<file path="src/verilog/qdr_phy_defs.svh">
// QDRII write PHY widths
`ifndef QDR_PHY_DEFS_SVH
`define QDR_PHY_DEFS_SVH

// memory side, one QDRII x18 write port
`define MEM_DQ_WIDTH 18
`define MEM_DM_WIDTH 2
`define MEM_WRITE_DQS_WIDTH 2

// half rate, so each AFI clock carries two full-rate cycles
`define AFI_RATE_MULT 2

// four DDR slots of DQ and byte-write select per AFI word
`define AFI_DATA_WIDTH 72
`define AFI_DM_WIDTH 8

// one write enable per group per full-rate cycle
`define AFI_WEN_WIDTH 4

// pipeline depth between AFI and the shifters, zero is legal
`define NUM_WRITE_PATH_FLOP_STAGES 2

// 0 to 3 force that shift on every group, 4 takes the calibrated shifts
`define NUM_WRITE_FR_CYCLE_SHIFTS 4

// group index on the calibration port is one bit wider than needed
// so that a bad index can reach the shift control and be dropped there
`define CAL_GROUP_IDX_WIDTH 2

`endif

</file>
<file path="src/verilog/ddr_slot_pkg.sv">
// DDR slot layout types
`default_nettype none

package ddr_slot_pkg;

	// delay applied to one write group, counted in full-rate cycles
	typedef enum logic [1:0]
	{
		shift_none     = 2'd0,
		shift_one_fr   = 2'd1,
		shift_two_fr   = 2'd2,
		shift_three_fr = 2'd3
	} fr_shift_e;

	// a group word holds four slots, the low two are the earlier
	// full-rate cycle and the high two the later one

endpackage

`default_nettype wire

</file>
<file path="src/verilog/wr_cal_cmd_pkg.sv">
// write calibration command types
`default_nettype none

package wr_cal_cmd_pkg;

	// command opcodes from the calibration master, one strobe per command
	typedef enum logic [1:0]
	{
		op_nop       = 2'd0,
		op_set_group = 2'd1,
		op_set_all   = 2'd2,
		op_clear_all = 2'd3
	} shift_op_e;

	// op_set_group uses the group index, op_set_all ignores it and
	// op_clear_all ignores both the index and the shift value

endpackage

`default_nettype wire

</file>
<file path="src/verilog/fr_cycle_shifter.sv">
// full-rate cycle shifter
`default_nettype none

module fr_cycle_shifter #(
	parameter int DATA_WIDTH = 2
)
(
	input wire pll_afi_clk,
	input wire arst_n,
	input wire ddr_slot_pkg::fr_shift_e shift_by,
	input wire [DATA_WIDTH-1:0] datain,
	output logic [DATA_WIDTH-1:0] dataout
);

	localparam int HALF_WIDTH = DATA_WIDTH / 2;

	// the low half of a word is the earlier full-rate cycle
	logic [DATA_WIDTH-1:0] word_d1;
	logic [HALF_WIDTH-1:0] hi_d2;

	// ******************************
	// history of the input stream
	// ******************************

	always_ff @(posedge pll_afi_clk or negedge arst_n)
	begin
		if (!arst_n)
		begin
			word_d1 <= '0;
			hi_d2 <= '0;
		end
		else
		begin
			word_d1 <= datain;
			hi_d2 <= word_d1[DATA_WIDTH-1:HALF_WIDTH];
		end
	end

	// ******************************
	// half-word selection
	// ******************************

	// an odd shift straddles two words, so the halves swap position
	always_comb
	begin
		case (shift_by)
			ddr_slot_pkg::shift_none:
				dataout = datain;
			ddr_slot_pkg::shift_one_fr:
				dataout = {datain[HALF_WIDTH-1:0], word_d1[DATA_WIDTH-1:HALF_WIDTH]};
			ddr_slot_pkg::shift_two_fr:
				dataout = word_d1;
			ddr_slot_pkg::shift_three_fr:
				dataout = {word_d1[HALF_WIDTH-1:0], hi_d2};
			default:
				dataout = datain;
		endcase
	end

endmodule

`default_nettype wire

</file>
<file path="src/verilog/write_shift_ctrl.sv">
// write shift control
`default_nettype none

`include "qdr_phy_defs.svh"

module write_shift_ctrl
(
	input wire pll_afi_clk,
	input wire arst_n,
	input wire cal_cmd_valid,
	input wire wr_cal_cmd_pkg::shift_op_e cal_cmd_op,
	input wire [`CAL_GROUP_IDX_WIDTH-1:0] cal_cmd_group,
	input wire ddr_slot_pkg::fr_shift_e cal_cmd_shift,
	output logic [`MEM_WRITE_DQS_WIDTH*2-1:0] wr_fr_shifts
);

	localparam int NUM_GROUPS = `MEM_WRITE_DQS_WIDTH;

	ddr_slot_pkg::fr_shift_e shift_q [NUM_GROUPS];

	// ******************************
	// shift register bank
	// ******************************

	// each accepted strobe takes effect on the next edge
	always_ff @(posedge pll_afi_clk or negedge arst_n)
	begin
		if (!arst_n)
		begin
			for (int g = 0; g < NUM_GROUPS; g++)
				shift_q[g] <= ddr_slot_pkg::shift_none;
		end
		else if (cal_cmd_valid)
		begin
			case (cal_cmd_op)
				wr_cal_cmd_pkg::op_set_group:
				begin
					// an index past the last group matches nothing
					for (int g = 0; g < NUM_GROUPS; g++)
					begin
						if (int'(cal_cmd_group) == g)
							shift_q[g] <= cal_cmd_shift;
					end
				end
				wr_cal_cmd_pkg::op_set_all:
				begin
					for (int g = 0; g < NUM_GROUPS; g++)
						shift_q[g] <= cal_cmd_shift;
				end
				wr_cal_cmd_pkg::op_clear_all:
				begin
					for (int g = 0; g < NUM_GROUPS; g++)
						shift_q[g] <= ddr_slot_pkg::shift_none;
				end
				default:
				begin
					// op_nop leaves every group alone
				end
			endcase
		end
	end

	// two bits per group, group 0 lowest
	for (genvar g = 0; g < NUM_GROUPS; g++)
	begin : pack_gen
		assign wr_fr_shifts[2*g +: 2] = shift_q[g];
	end

endmodule

`default_nettype wire

</file>
<file path="src/verilog/write_datapath.sv">
// QDRII write datapath
`default_nettype none

`include "qdr_phy_defs.svh"

module write_datapath
(
	input wire pll_afi_clk,
	input wire arst_n,
	input wire [`AFI_DATA_WIDTH-1:0] afi_wdata,
	input wire [`AFI_WEN_WIDTH-1:0] afi_wdata_valid,
	input wire [`AFI_DM_WIDTH-1:0] afi_dm,
	input wire [`MEM_WRITE_DQS_WIDTH*2-1:0] wr_fr_shifts,
	output logic [`AFI_DATA_WIDTH-1:0] phy_ddio_dq,
	output logic [`AFI_WEN_WIDTH-1:0] phy_ddio_wrdata_en,
	output logic [`AFI_DM_WIDTH-1:0] phy_ddio_wrdata_mask
);

	localparam int NUM_STAGES = `NUM_WRITE_PATH_FLOP_STAGES;
	localparam int NUM_SLOTS = `AFI_RATE_MULT * 2;
	localparam int DQ_GROUP_WIDTH = `MEM_DQ_WIDTH / `MEM_WRITE_DQS_WIDTH;
	localparam int DM_GROUP_WIDTH = `MEM_DM_WIDTH / `MEM_WRITE_DQS_WIDTH;

	logic [`AFI_DATA_WIDTH-1:0] dq_pre_shift;
	logic [`AFI_WEN_WIDTH-1:0] wen_pre_shift;
	logic [`AFI_DM_WIDTH-1:0] dm_pre_shift;

	// ******************************
	// flop stages
	// ******************************

	if (NUM_STAGES == 0)
	begin : no_stage_gen
		assign dq_pre_shift = afi_wdata;
		assign wen_pre_shift = afi_wdata_valid;
		assign dm_pre_shift = afi_dm;
	end
	else
	begin : stage_gen
		logic [`AFI_DATA_WIDTH-1:0] wdata_r [NUM_STAGES];
		logic [`AFI_WEN_WIDTH-1:0] wen_r [NUM_STAGES];
		logic [`AFI_DM_WIDTH-1:0] dm_r [NUM_STAGES];

		always_ff @(posedge pll_afi_clk)
		begin
			wdata_r[0] <= afi_wdata;
			dm_r[0] <= afi_dm;
			for (int s = 1; s < NUM_STAGES; s++)
			begin
				wdata_r[s] <= wdata_r[s-1];
				dm_r[s] <= dm_r[s-1];
			end
		end

		// the enable stages clear on reset
		always_ff @(posedge pll_afi_clk or negedge arst_n)
		begin
			if (!arst_n)
			begin
				for (int s = 0; s < NUM_STAGES; s++)
					wen_r[s] <= '0;
			end
			else
			begin
				wen_r[0] <= afi_wdata_valid;
				for (int s = 1; s < NUM_STAGES; s++)
					wen_r[s] <= wen_r[s-1];
			end
		end

		assign dq_pre_shift = wdata_r[NUM_STAGES-1];
		assign wen_pre_shift = wen_r[NUM_STAGES-1];
		assign dm_pre_shift = dm_r[NUM_STAGES-1];
	end

	// ******************************
	// per-group shift
	// ******************************

	for (genvar i = 0; i < `MEM_WRITE_DQS_WIDTH; i++)
	begin : grp_gen
		ddr_slot_pkg::fr_shift_e grp_shift;
		logic [DQ_GROUP_WIDTH*NUM_SLOTS-1:0] grp_dq_pre, grp_dq;
		logic [DM_GROUP_WIDTH*NUM_SLOTS-1:0] grp_dm_pre, grp_dm;
		logic [`AFI_RATE_MULT-1:0] grp_wen_pre, grp_wen;

		if (`NUM_WRITE_FR_CYCLE_SHIFTS < 4)
		begin : forced_shift_gen
			assign grp_shift = ddr_slot_pkg::fr_shift_e'(2'(`NUM_WRITE_FR_CYCLE_SHIFTS));
		end
		else
		begin : cal_shift_gen
			assign grp_shift = ddr_slot_pkg::fr_shift_e'(wr_fr_shifts[2*i +: 2]);
		end

		// gather this group's bits from every DDR slot and scatter them back
		for (genvar t = 0; t < NUM_SLOTS; t++)
		begin : slot_gen
			assign grp_dq_pre[t*DQ_GROUP_WIDTH +: DQ_GROUP_WIDTH] =
				dq_pre_shift[t*`MEM_DQ_WIDTH + i*DQ_GROUP_WIDTH +: DQ_GROUP_WIDTH];
			assign phy_ddio_dq[t*`MEM_DQ_WIDTH + i*DQ_GROUP_WIDTH +: DQ_GROUP_WIDTH] =
				grp_dq[t*DQ_GROUP_WIDTH +: DQ_GROUP_WIDTH];
			assign grp_dm_pre[t*DM_GROUP_WIDTH +: DM_GROUP_WIDTH] =
				dm_pre_shift[t*`MEM_DM_WIDTH + i*DM_GROUP_WIDTH +: DM_GROUP_WIDTH];
			assign phy_ddio_wrdata_mask[t*`MEM_DM_WIDTH + i*DM_GROUP_WIDTH +: DM_GROUP_WIDTH] =
				grp_dm[t*DM_GROUP_WIDTH +: DM_GROUP_WIDTH];
		end

		// enables are per full-rate cycle, not per slot
		for (genvar t = 0; t < `AFI_RATE_MULT; t++)
		begin : cycle_gen
			assign grp_wen_pre[t] = wen_pre_shift[i + t*`MEM_WRITE_DQS_WIDTH];
			assign phy_ddio_wrdata_en[i + t*`MEM_WRITE_DQS_WIDTH] = grp_wen[t];
		end

		fr_cycle_shifter #(.DATA_WIDTH(DQ_GROUP_WIDTH*NUM_SLOTS)) dq_shifter_inst
		(
			.pll_afi_clk(pll_afi_clk),
			.arst_n(arst_n),
			.shift_by(grp_shift),
			.datain(grp_dq_pre),
			.dataout(grp_dq)
		);

		fr_cycle_shifter #(.DATA_WIDTH(DM_GROUP_WIDTH*NUM_SLOTS)) dm_shifter_inst
		(
			.pll_afi_clk(pll_afi_clk),
			.arst_n(arst_n),
			.shift_by(grp_shift),
			.datain(grp_dm_pre),
			.dataout(grp_dm)
		);

		fr_cycle_shifter #(.DATA_WIDTH(`AFI_RATE_MULT)) wen_shifter_inst
		(
			.pll_afi_clk(pll_afi_clk),
			.arst_n(arst_n),
			.shift_by(grp_shift),
			.datain(grp_wen_pre),
			.dataout(grp_wen)
		);
	end

endmodule

`default_nettype wire

</file>
<file path="src/verilog/qdr_write_phy.sv">
// QDRII write PHY top
`default_nettype none

`include "qdr_phy_defs.svh"

module qdr_write_phy
(
	input wire pll_afi_clk,
	input wire arst_n,
	input wire cal_cmd_valid,
	input wire wr_cal_cmd_pkg::shift_op_e cal_cmd_op,
	input wire [`CAL_GROUP_IDX_WIDTH-1:0] cal_cmd_group,
	input wire ddr_slot_pkg::fr_shift_e cal_cmd_shift,
	input wire [`AFI_DATA_WIDTH-1:0] afi_wdata,
	input wire [`AFI_WEN_WIDTH-1:0] afi_wdata_valid,
	input wire [`AFI_DM_WIDTH-1:0] afi_dm,
	output logic [`AFI_DATA_WIDTH-1:0] phy_ddio_dq,
	output logic [`AFI_WEN_WIDTH-1:0] phy_ddio_wrdata_en,
	output logic [`AFI_DM_WIDTH-1:0] phy_ddio_wrdata_mask
);

	// calibrated per-group shifts, two bits per group
	logic [`MEM_WRITE_DQS_WIDTH*2-1:0] wr_fr_shifts;

	write_shift_ctrl write_shift_ctrl_inst
	(
		.pll_afi_clk(pll_afi_clk),
		.arst_n(arst_n),
		.cal_cmd_valid(cal_cmd_valid),
		.cal_cmd_op(cal_cmd_op),
		.cal_cmd_group(cal_cmd_group),
		.cal_cmd_shift(cal_cmd_shift),
		.wr_fr_shifts(wr_fr_shifts)
	);

	write_datapath write_datapath_inst
	(
		.pll_afi_clk(pll_afi_clk),
		.arst_n(arst_n),
		.afi_wdata(afi_wdata),
		.afi_wdata_valid(afi_wdata_valid),
		.afi_dm(afi_dm),
		.wr_fr_shifts(wr_fr_shifts),
		.phy_ddio_dq(phy_ddio_dq),
		.phy_ddio_wrdata_en(phy_ddio_wrdata_en),
		.phy_ddio_wrdata_mask(phy_ddio_wrdata_mask)
	);

endmodule

`default_nettype wire

</file>
<file path="config.mk">
export PLATFORM = sky130hd
export DESIGN_NAME = qdr_write_phy
export DESIGN_NICKNAME = d
export VERILOG_FILES = /design/src/verilog/ddr_slot_pkg.sv /design/src/verilog/wr_cal_cmd_pkg.sv /design/src/verilog/fr_cycle_shifter.sv /design/src/verilog/write_shift_ctrl.sv /design/src/verilog/write_datapath.sv /design/src/verilog/qdr_write_phy.sv
export VERILOG_INCLUDE_DIRS = /design/src /design/src/verilog
export SDC_FILE = /design/constraint.sdc
export NUM_CORES = 1
export LEC_CHECK = 0
export ABC_AREA = 1
export BUFFER_PORTS_ARGS = -buffer_cell sky130_fd_sc_hd__buf_2
export CAP_MARGIN = 20
export CORE_ASPECT_RATIO = 1.5
export CORE_UTILIZATION = 40
export CTS_BUF_LIST = sky130_fd_sc_hd__clkbuf_8
export CTS_CLUSTER_SIZE = 10
export DETAILED_ROUTE_END_ITERATION = 16
export HOLD_SLACK_MARGIN = 0.02
export REMOVE_ABC_BUFFERS = 1
export SLEW_MARGIN = 20
export SYNTH_ARGS = -nofsm -noshare
export SYNTH_HDL_FRONTEND = slang
export SYNTH_HIERARCHICAL = 1
export SYNTH_SLANG_ARGS = --single-unit
export TNS_END_PERCENT = 10
</file>
<file path="constraint.sdc">
create_clock -name pll_afi_clk -period 1.6 [get_ports pll_afi_clk]
set_input_delay 0.24 -clock pll_afi_clk [delete_from_list [all_inputs] [get_ports pll_afi_clk]]
set_output_delay 0.24 -clock pll_afi_clk [all_outputs]
set_load 0.005 [all_outputs]
</file>
### After elaboration in Yosys (flattened, before gate mapping)

Memory sizes are Yosys's and may differ from the RTL's.
Index checks and enable logic that the tools add are counted.

| operators by class | value |
|---|---|
| equality and inequality tests | 12 |
| mux-type cells | 9 |
| reduce and logical (&&, ||, !) cells | 6 |

Operator list:

| kind | count |
|---|---|
| one-hot mux 36 bit (4 select lines) | 2 |
| one-hot mux 4 bit (4 select lines) | 2 |
| one-hot mux 2 bit (4 select lines) | 2 |
| equality test 2 bit (second input constant) | 7 |
| one-hot mux 4 bit (3 select lines) | 1 |
| equality test 2 x 1 -> 1 bit (second input constant) | 3 |
| logical NOT 2 bit | 3 |
| AND reduction 3 bit | 2 |
| two-way mux 2 bit | 2 |
| != test 2 x 1 -> 1 bit (second input constant) | 2 |
| nonzero test 3 bit | 1 |

| word-level totals | value |
|---|---|
| register bits | 138 |
| memory bits (writable) | 160 |
| bits of input ports | 93 |
| output and inout bits | 84 |
| logic and storage cells | 45 |
| memories | 2 |

Memories:

| name | depth | width | rd ports | clocked after Yosys merged registers in | wr ports | line | RTL |
|---|---|---|---|---|---|---|---|
| write_datapath_inst.stage_gen.wdata_r | 2 | 72 | 2 | 0 | 2 | write_datapath.sv:40 | `` logic [`AFI_DATA_WIDTH-1:0] wdata_r [NUM_STAGES]; `` |
| write_datapath_inst.stage_gen.dm_r | 2 | 8 | 2 | 0 | 2 | write_datapath.sv:42 | `` logic [`AFI_DM_WIDTH-1:0] dm_r [NUM_STAGES]; `` |

### Depth between registers and ports, before layout

| depth | value |
|---|---|
| depth in word-level cells | 3 |
| gate-level depth with buffers | 6 |
| gate-level depth less buffers | 6 |

### Cells and area by module

Netlist, hierarchy kept.

By module, submodules not included:

| module | instances | cells each | area an instance (µm²) | seq. area each (µm²) |
|---|---|---|---|---|
| fr_cycle_shifter (write_datapath_inst.grp_gen[0].dq_shifter_inst ...) | 2 | 262 | 2436.1 | 1351.3 |
| write_datapath | 1 | 168 | 3403.3 | 3403.3 |
| fr_cycle_shifter (write_datapath_inst.grp_gen[0].dm_shifter_inst ...) | 2 | 31 | 291.5 | 150.1 |
| fr_cycle_shifter (write_datapath_inst.grp_gen[0].wen_shifter_inst ...) | 2 | 27 | 172.7 | 75.1 |
| write_shift_ctrl | 1 | 33 | 226.5 | 100.1 |

### Worst setup path after synthesis

OpenSTA, ideal clock, no wires.

| timing path | value |
|---|---|
| path type | register -> output |
| start | register write_shift_ctrl_inst.shift_q (netlist bit write_shift_ctrl_inst/wr_fr_shifts[2]) |
| end | output port phy_ddio_dq[11] |
| arrival time | 1.056 ns |
| data required time | 1.360 ns |
| path slack | 0.304 ns |
| stages on the path, launching flop included | 6 |
| buffers on the path | 2 |
| cell sequence | dfrtp_1 -> buf_6 -> nor2_8 -> buf_6 -> nand2_1 -> nand4_1 |

| on the way | value |
|---|---|
| longest elaborated chain between the ends | 2 |
| elaborated cells between the ends (all ways) | 5 |
| those cells by class | eq/ne: 3; mux: 1; reduce/logical: 1 |

RTL lines:

| what | line | RTL |
|---|---|---|
| from (decl) | write_shift_ctrl.sv:19 | `ddr_slot_pkg::fr_shift_e shift_q [NUM_GROUPS];` |
| from (signal, indexed assignment) | write_shift_ctrl.sv:31 | `shift_q[g] <= ddr_slot_pkg::shift_none;` |
| from (signal, indexed assignment) | write_shift_ctrl.sv:42 | `shift_q[g] <= cal_cmd_shift;` |
| from (signal, indexed assignment) | write_shift_ctrl.sv:48 | `shift_q[g] <= cal_cmd_shift;` |
| equality test 2 bit (tied with other cells) | fr_cycle_shifter.sv:46 | `case (shift_by)` |
| one-hot mux 36 bit (4 select lines) * | fr_cycle_shifter.sv:46 |  |
| to (decl) | qdr_write_phy.sv:17 | `` output logic [`AFI_DATA_WIDTH-1:0] phy_ddio_dq, `` |

Every way passes the cells marked *; elsewhere a longest branch is shown, timed or not.

### Worst setup path after layout

| timing path | value |
|---|---|
| start | register write_shift_ctrl_inst.shift_q (netlist bit write_shift_ctrl_inst/wr_fr_shifts[3]) |
| end | output port phy_ddio_dq[50] |

The elaborated chain is that of the path after synthesis.

==> flow_summary.yaml <==
run_status:
  status: "finished with violations"
  violations: "setup timing"
placement:
  hpwl_um: 13700
  gp_congestion: 0.770
  numPortBuffers: 176
global_route:
  antenna_found_initial: 0
  met1_usage: 0.217
  grt_pass1_vias: 7054
  busiest_layer: "met2"
  grt_pass1_wl_um: 35000
  grt.overflow.total: 0
  grt_util_met2: 0.320
  met3_usage: 0.0363
  grt_usage: 0.183
  grt_max_degree: 54
power:
  clock_power_share: 0.358
  power.density_nw_per_um2: 1340
  p_comb_frac: 0.164
  switchingPower_uw: 4580
  sw_frac_of_total: 0.269
  seq_power_share: 0.478
  vdd_ir_drop_max_uv: 735
  p_leak_uw: 0.00577
  internal_power_uw: 12400
die:
  die_w_um: 127
  die_area_um2: 24200
  io_pins: 177
  coreArea_um2: 23100
  num_rows: 68
  die_height_um: 190
  start_util: 0.409
clock_tree:
  cts_num_sinks: 298
  cts_buffers: 44
  htreeDepth: 2
  worst_skew_pair.late_latency_ps: 560
  cts.path.max_buffers: 3
  cts_tree: "done"
  clkTransAtPathRegs_ps: 60
  cts_root_buf: "clkbuf_8"
timing:
  max_freq_mhz: 499
  hold_viol_final: 0
  rsz0062_at_grt: "true"
  setup_viol: 84
  fin_skew_ps: 19.9
  max_slew.worst_pin.slew_ps: 416
  fin_crit_sh: 1.25
  final_max_slew_viol_count: 0
  maxSlewHeadroom: 0.722
  worst_slack_ps: -405
  hold-worst-slack_ps: 69.3
  min_period_ps: 2010
  timing.setup.tns_ps: -29300
logic_synthesis:
  ys_top_cells_by_count: "248 x nand3_1, 160 x dfxtp_1, 138 x dfrtp_1"
  synth_top_area_share: 0.366
  async_reset_ff_frac: 0.463
  ys_warn_count: 6
  yosysMostFrequentCell: "nand3_1"
  syn_area_um2: 9430
  netlist_instances: 841
  ys_types: 14
  synth_top_flop_cell: "dfxtp_1"
  ys_ff_latch: 298
  yosysTopAreaCell: "dfrtp_1"
  synthTopCellsByArea: "dfrtp_1 37%, dfxtp_1 34%, nand3_1 13%"
  seq_area_frac_synth: 0.706
  avgSynthCellArea_um2: 11.2
  synth_enable_flop_cells: 0
critical_path:
  regToRegEndpoint: "write_shift_ctrl_inst/wr_fr_shifts[2]"
  r2r-start: "write_shift_ctrl_inst/wr_fr_shifts[2]"
  rr_worst_depth: 3
  cp_max_fo: 21
  cpMaxStageDelayCell: "dfrtp_4"
  cp-endpoint: "phy_ddio_dq[50]"
  cp_top_family: "flip-flops"
  cp.depth: 4
  cp-start-kind: "register"
  crit_start: "write_shift_ctrl_inst/wr_fr_shifts[3]"
  endpoint_kind: "output port"
  worstPathArrival_ps: 1770
  worstSetupPathType: "reg -> out"
  cp_num_buf_inv: 2
  required_ps: 1360
  crit_chain: "buf_4 -> nand3_1 -> nand4_1 -> buf_2"
  ff2ff_setup_slack_ps: 550
  critical-path-max-stage-delay_ps: 550
drt:
  viasPerCell: 4.90
  drt_iter0_markers: 504
  antenna_left: 0
  route.detailed.drc: 0
  vias: 7261
  drt_wl_total_um: 21900
  wl_per_cell_um: 14.8
  drtPass1Iterations: 6
worst_hold_path:
  hold_path_depth: 4
  hp-class: "in -> reg"
cells_and_area:
  drive_gt1_frac: 0.267
  final_nets: 1224
  final_util: 0.551
  diodes: 0
  syn2layout_area_growth_pct: 34.7
run:
  cap_violations: 0
[registers in the layout (all words and copies together) (netlist names)]
register                                              flops
write_datapath_inst/grp_gen.dq_shifter_inst/word_d1      72
write_datapath_inst/stage_gen.dm_r                       16
write_datapath_inst/stage_gen.wdata_r                   144
write_shift_ctrl_inst/wr_fr_shifts                        4
write_datapath_inst/grp_gen.wen_shifter_inst/hi_d2        2
write_datapath_inst/stage_gen.wen_r                       4
write_datapath_inst/grp_gen.dm_shifter_inst/hi_d2         4
write_datapath_inst/grp_gen.dm_shifter_inst/word_d1       8
write_datapath_inst/grp_gen.dq_shifter_inst/hi_d2        36
write_datapath_inst/wen_pre_shift                         4
write_datapath_inst/grp_gen.wen_shifter_inst/word_d1      4
[per-layer routing]
layer	vias to the layer above	routed length, um
li1	3494	-
met5	-	0
met2	240	11300
met3	51	1130
met4	0	649
met1	3476	8890
[cell type report]
cell class              count  area, um^2
fillers                  1991       10400
multi-input cells         461        2350
inverters                  28         115
clock buffers              59         812
flip-flops and latches    298        6660
well taps                 315         394
clock inverters            23         104
repair buffers            298        2260
[power by group through the flow]
| stage | registers (uW) | clock network (uW) | logic, uW |
|---|---|---|---|
| after floorplan | 8420 | 0 | 980 |
| after global placement | 8270 | 0 | 2530 |
| after detailed placement | 8280 | 0 | 2540 |
| after CTS | 8130 | 6330 | 2780 |
| after global routing | 8180 | 6680 | 3050 |
| final | 8140 | 6090 | 2780 |
[worst min-delay path by stage]
stage,start,endpoint
final,cal_cmd_op[0],write_shift_ctrl_inst/wr_fr_shifts[0]
after global routing,cal_cmd_op[0],write_shift_ctrl_inst/wr_fr_shifts[1]
after CTS,cal_cmd_op[0],write_shift_ctrl_inst/wr_fr_shifts[1]
after detailed placement,arst_n,asynchronous set/reset pin
after global placement,arst_n,asynchronous set/reset pin
after floorplan,arst_n,asynchronous set/reset pin
[layout by cell type (no fill, tap or decap), types with 4 or more instances in the layout]
cell type and count:
buf_12 15, buf_2 174, buf_4 13, buf_6 5
clkbuf_8 59, clkinv_2 5, dfrtp_1 134, dfxtp_1 160
dlygate4sd3_1 88, inv_1 33, inv_2 7, nand2_1 105
nand2_2 7, nand3_1 244, nand3_2 4, nand4_1 80
nor2_1 9, nor2_2 5
[cell families after synthesis]
| group | count (synthesis) | share of synthesized area |
|---|---|---|
| AND/OR/NAND/NOR | 459 | 0.244 |
| buffers and inverters | 82 | 0.0491 |
| flip-flops | 298 | 0.706 |
| AO/OA/AOI/OAI | 2 | 0.00106 |
[worst reg2reg max path, stage by stage (launching register included)]
cell and delay (ps):
dfrtp_2 550, buf_12 280, nand2_1 90, nand2_1 70
[through the flow]
stage / instances / setup WS (ps) / power, uW / cell area (um^2)
finish: 1482 / -405 / 17000 / 12700
global route: 1482 / -516 / 17900 / 12700
CTS: 1481 / -452 / 17200 / 12600
detailed placement: 1310 / 121 / 10800 / 10800
global placement: 1310 / 130 / 10800 / 10800
floorplan: 787 / -1360 / 9400 / 9070
[timing repair]
item                       in CTS  in global routing
hold endpoints to repair      203                  0
pin swaps                      23                  2
setup endpoints to repair      84                 84
hold buffers                   88                  0
cloned                          0                  1
setup buffers                   1                  0
gates resized for setup        22                  7
(Power assumes the default switching activity.)
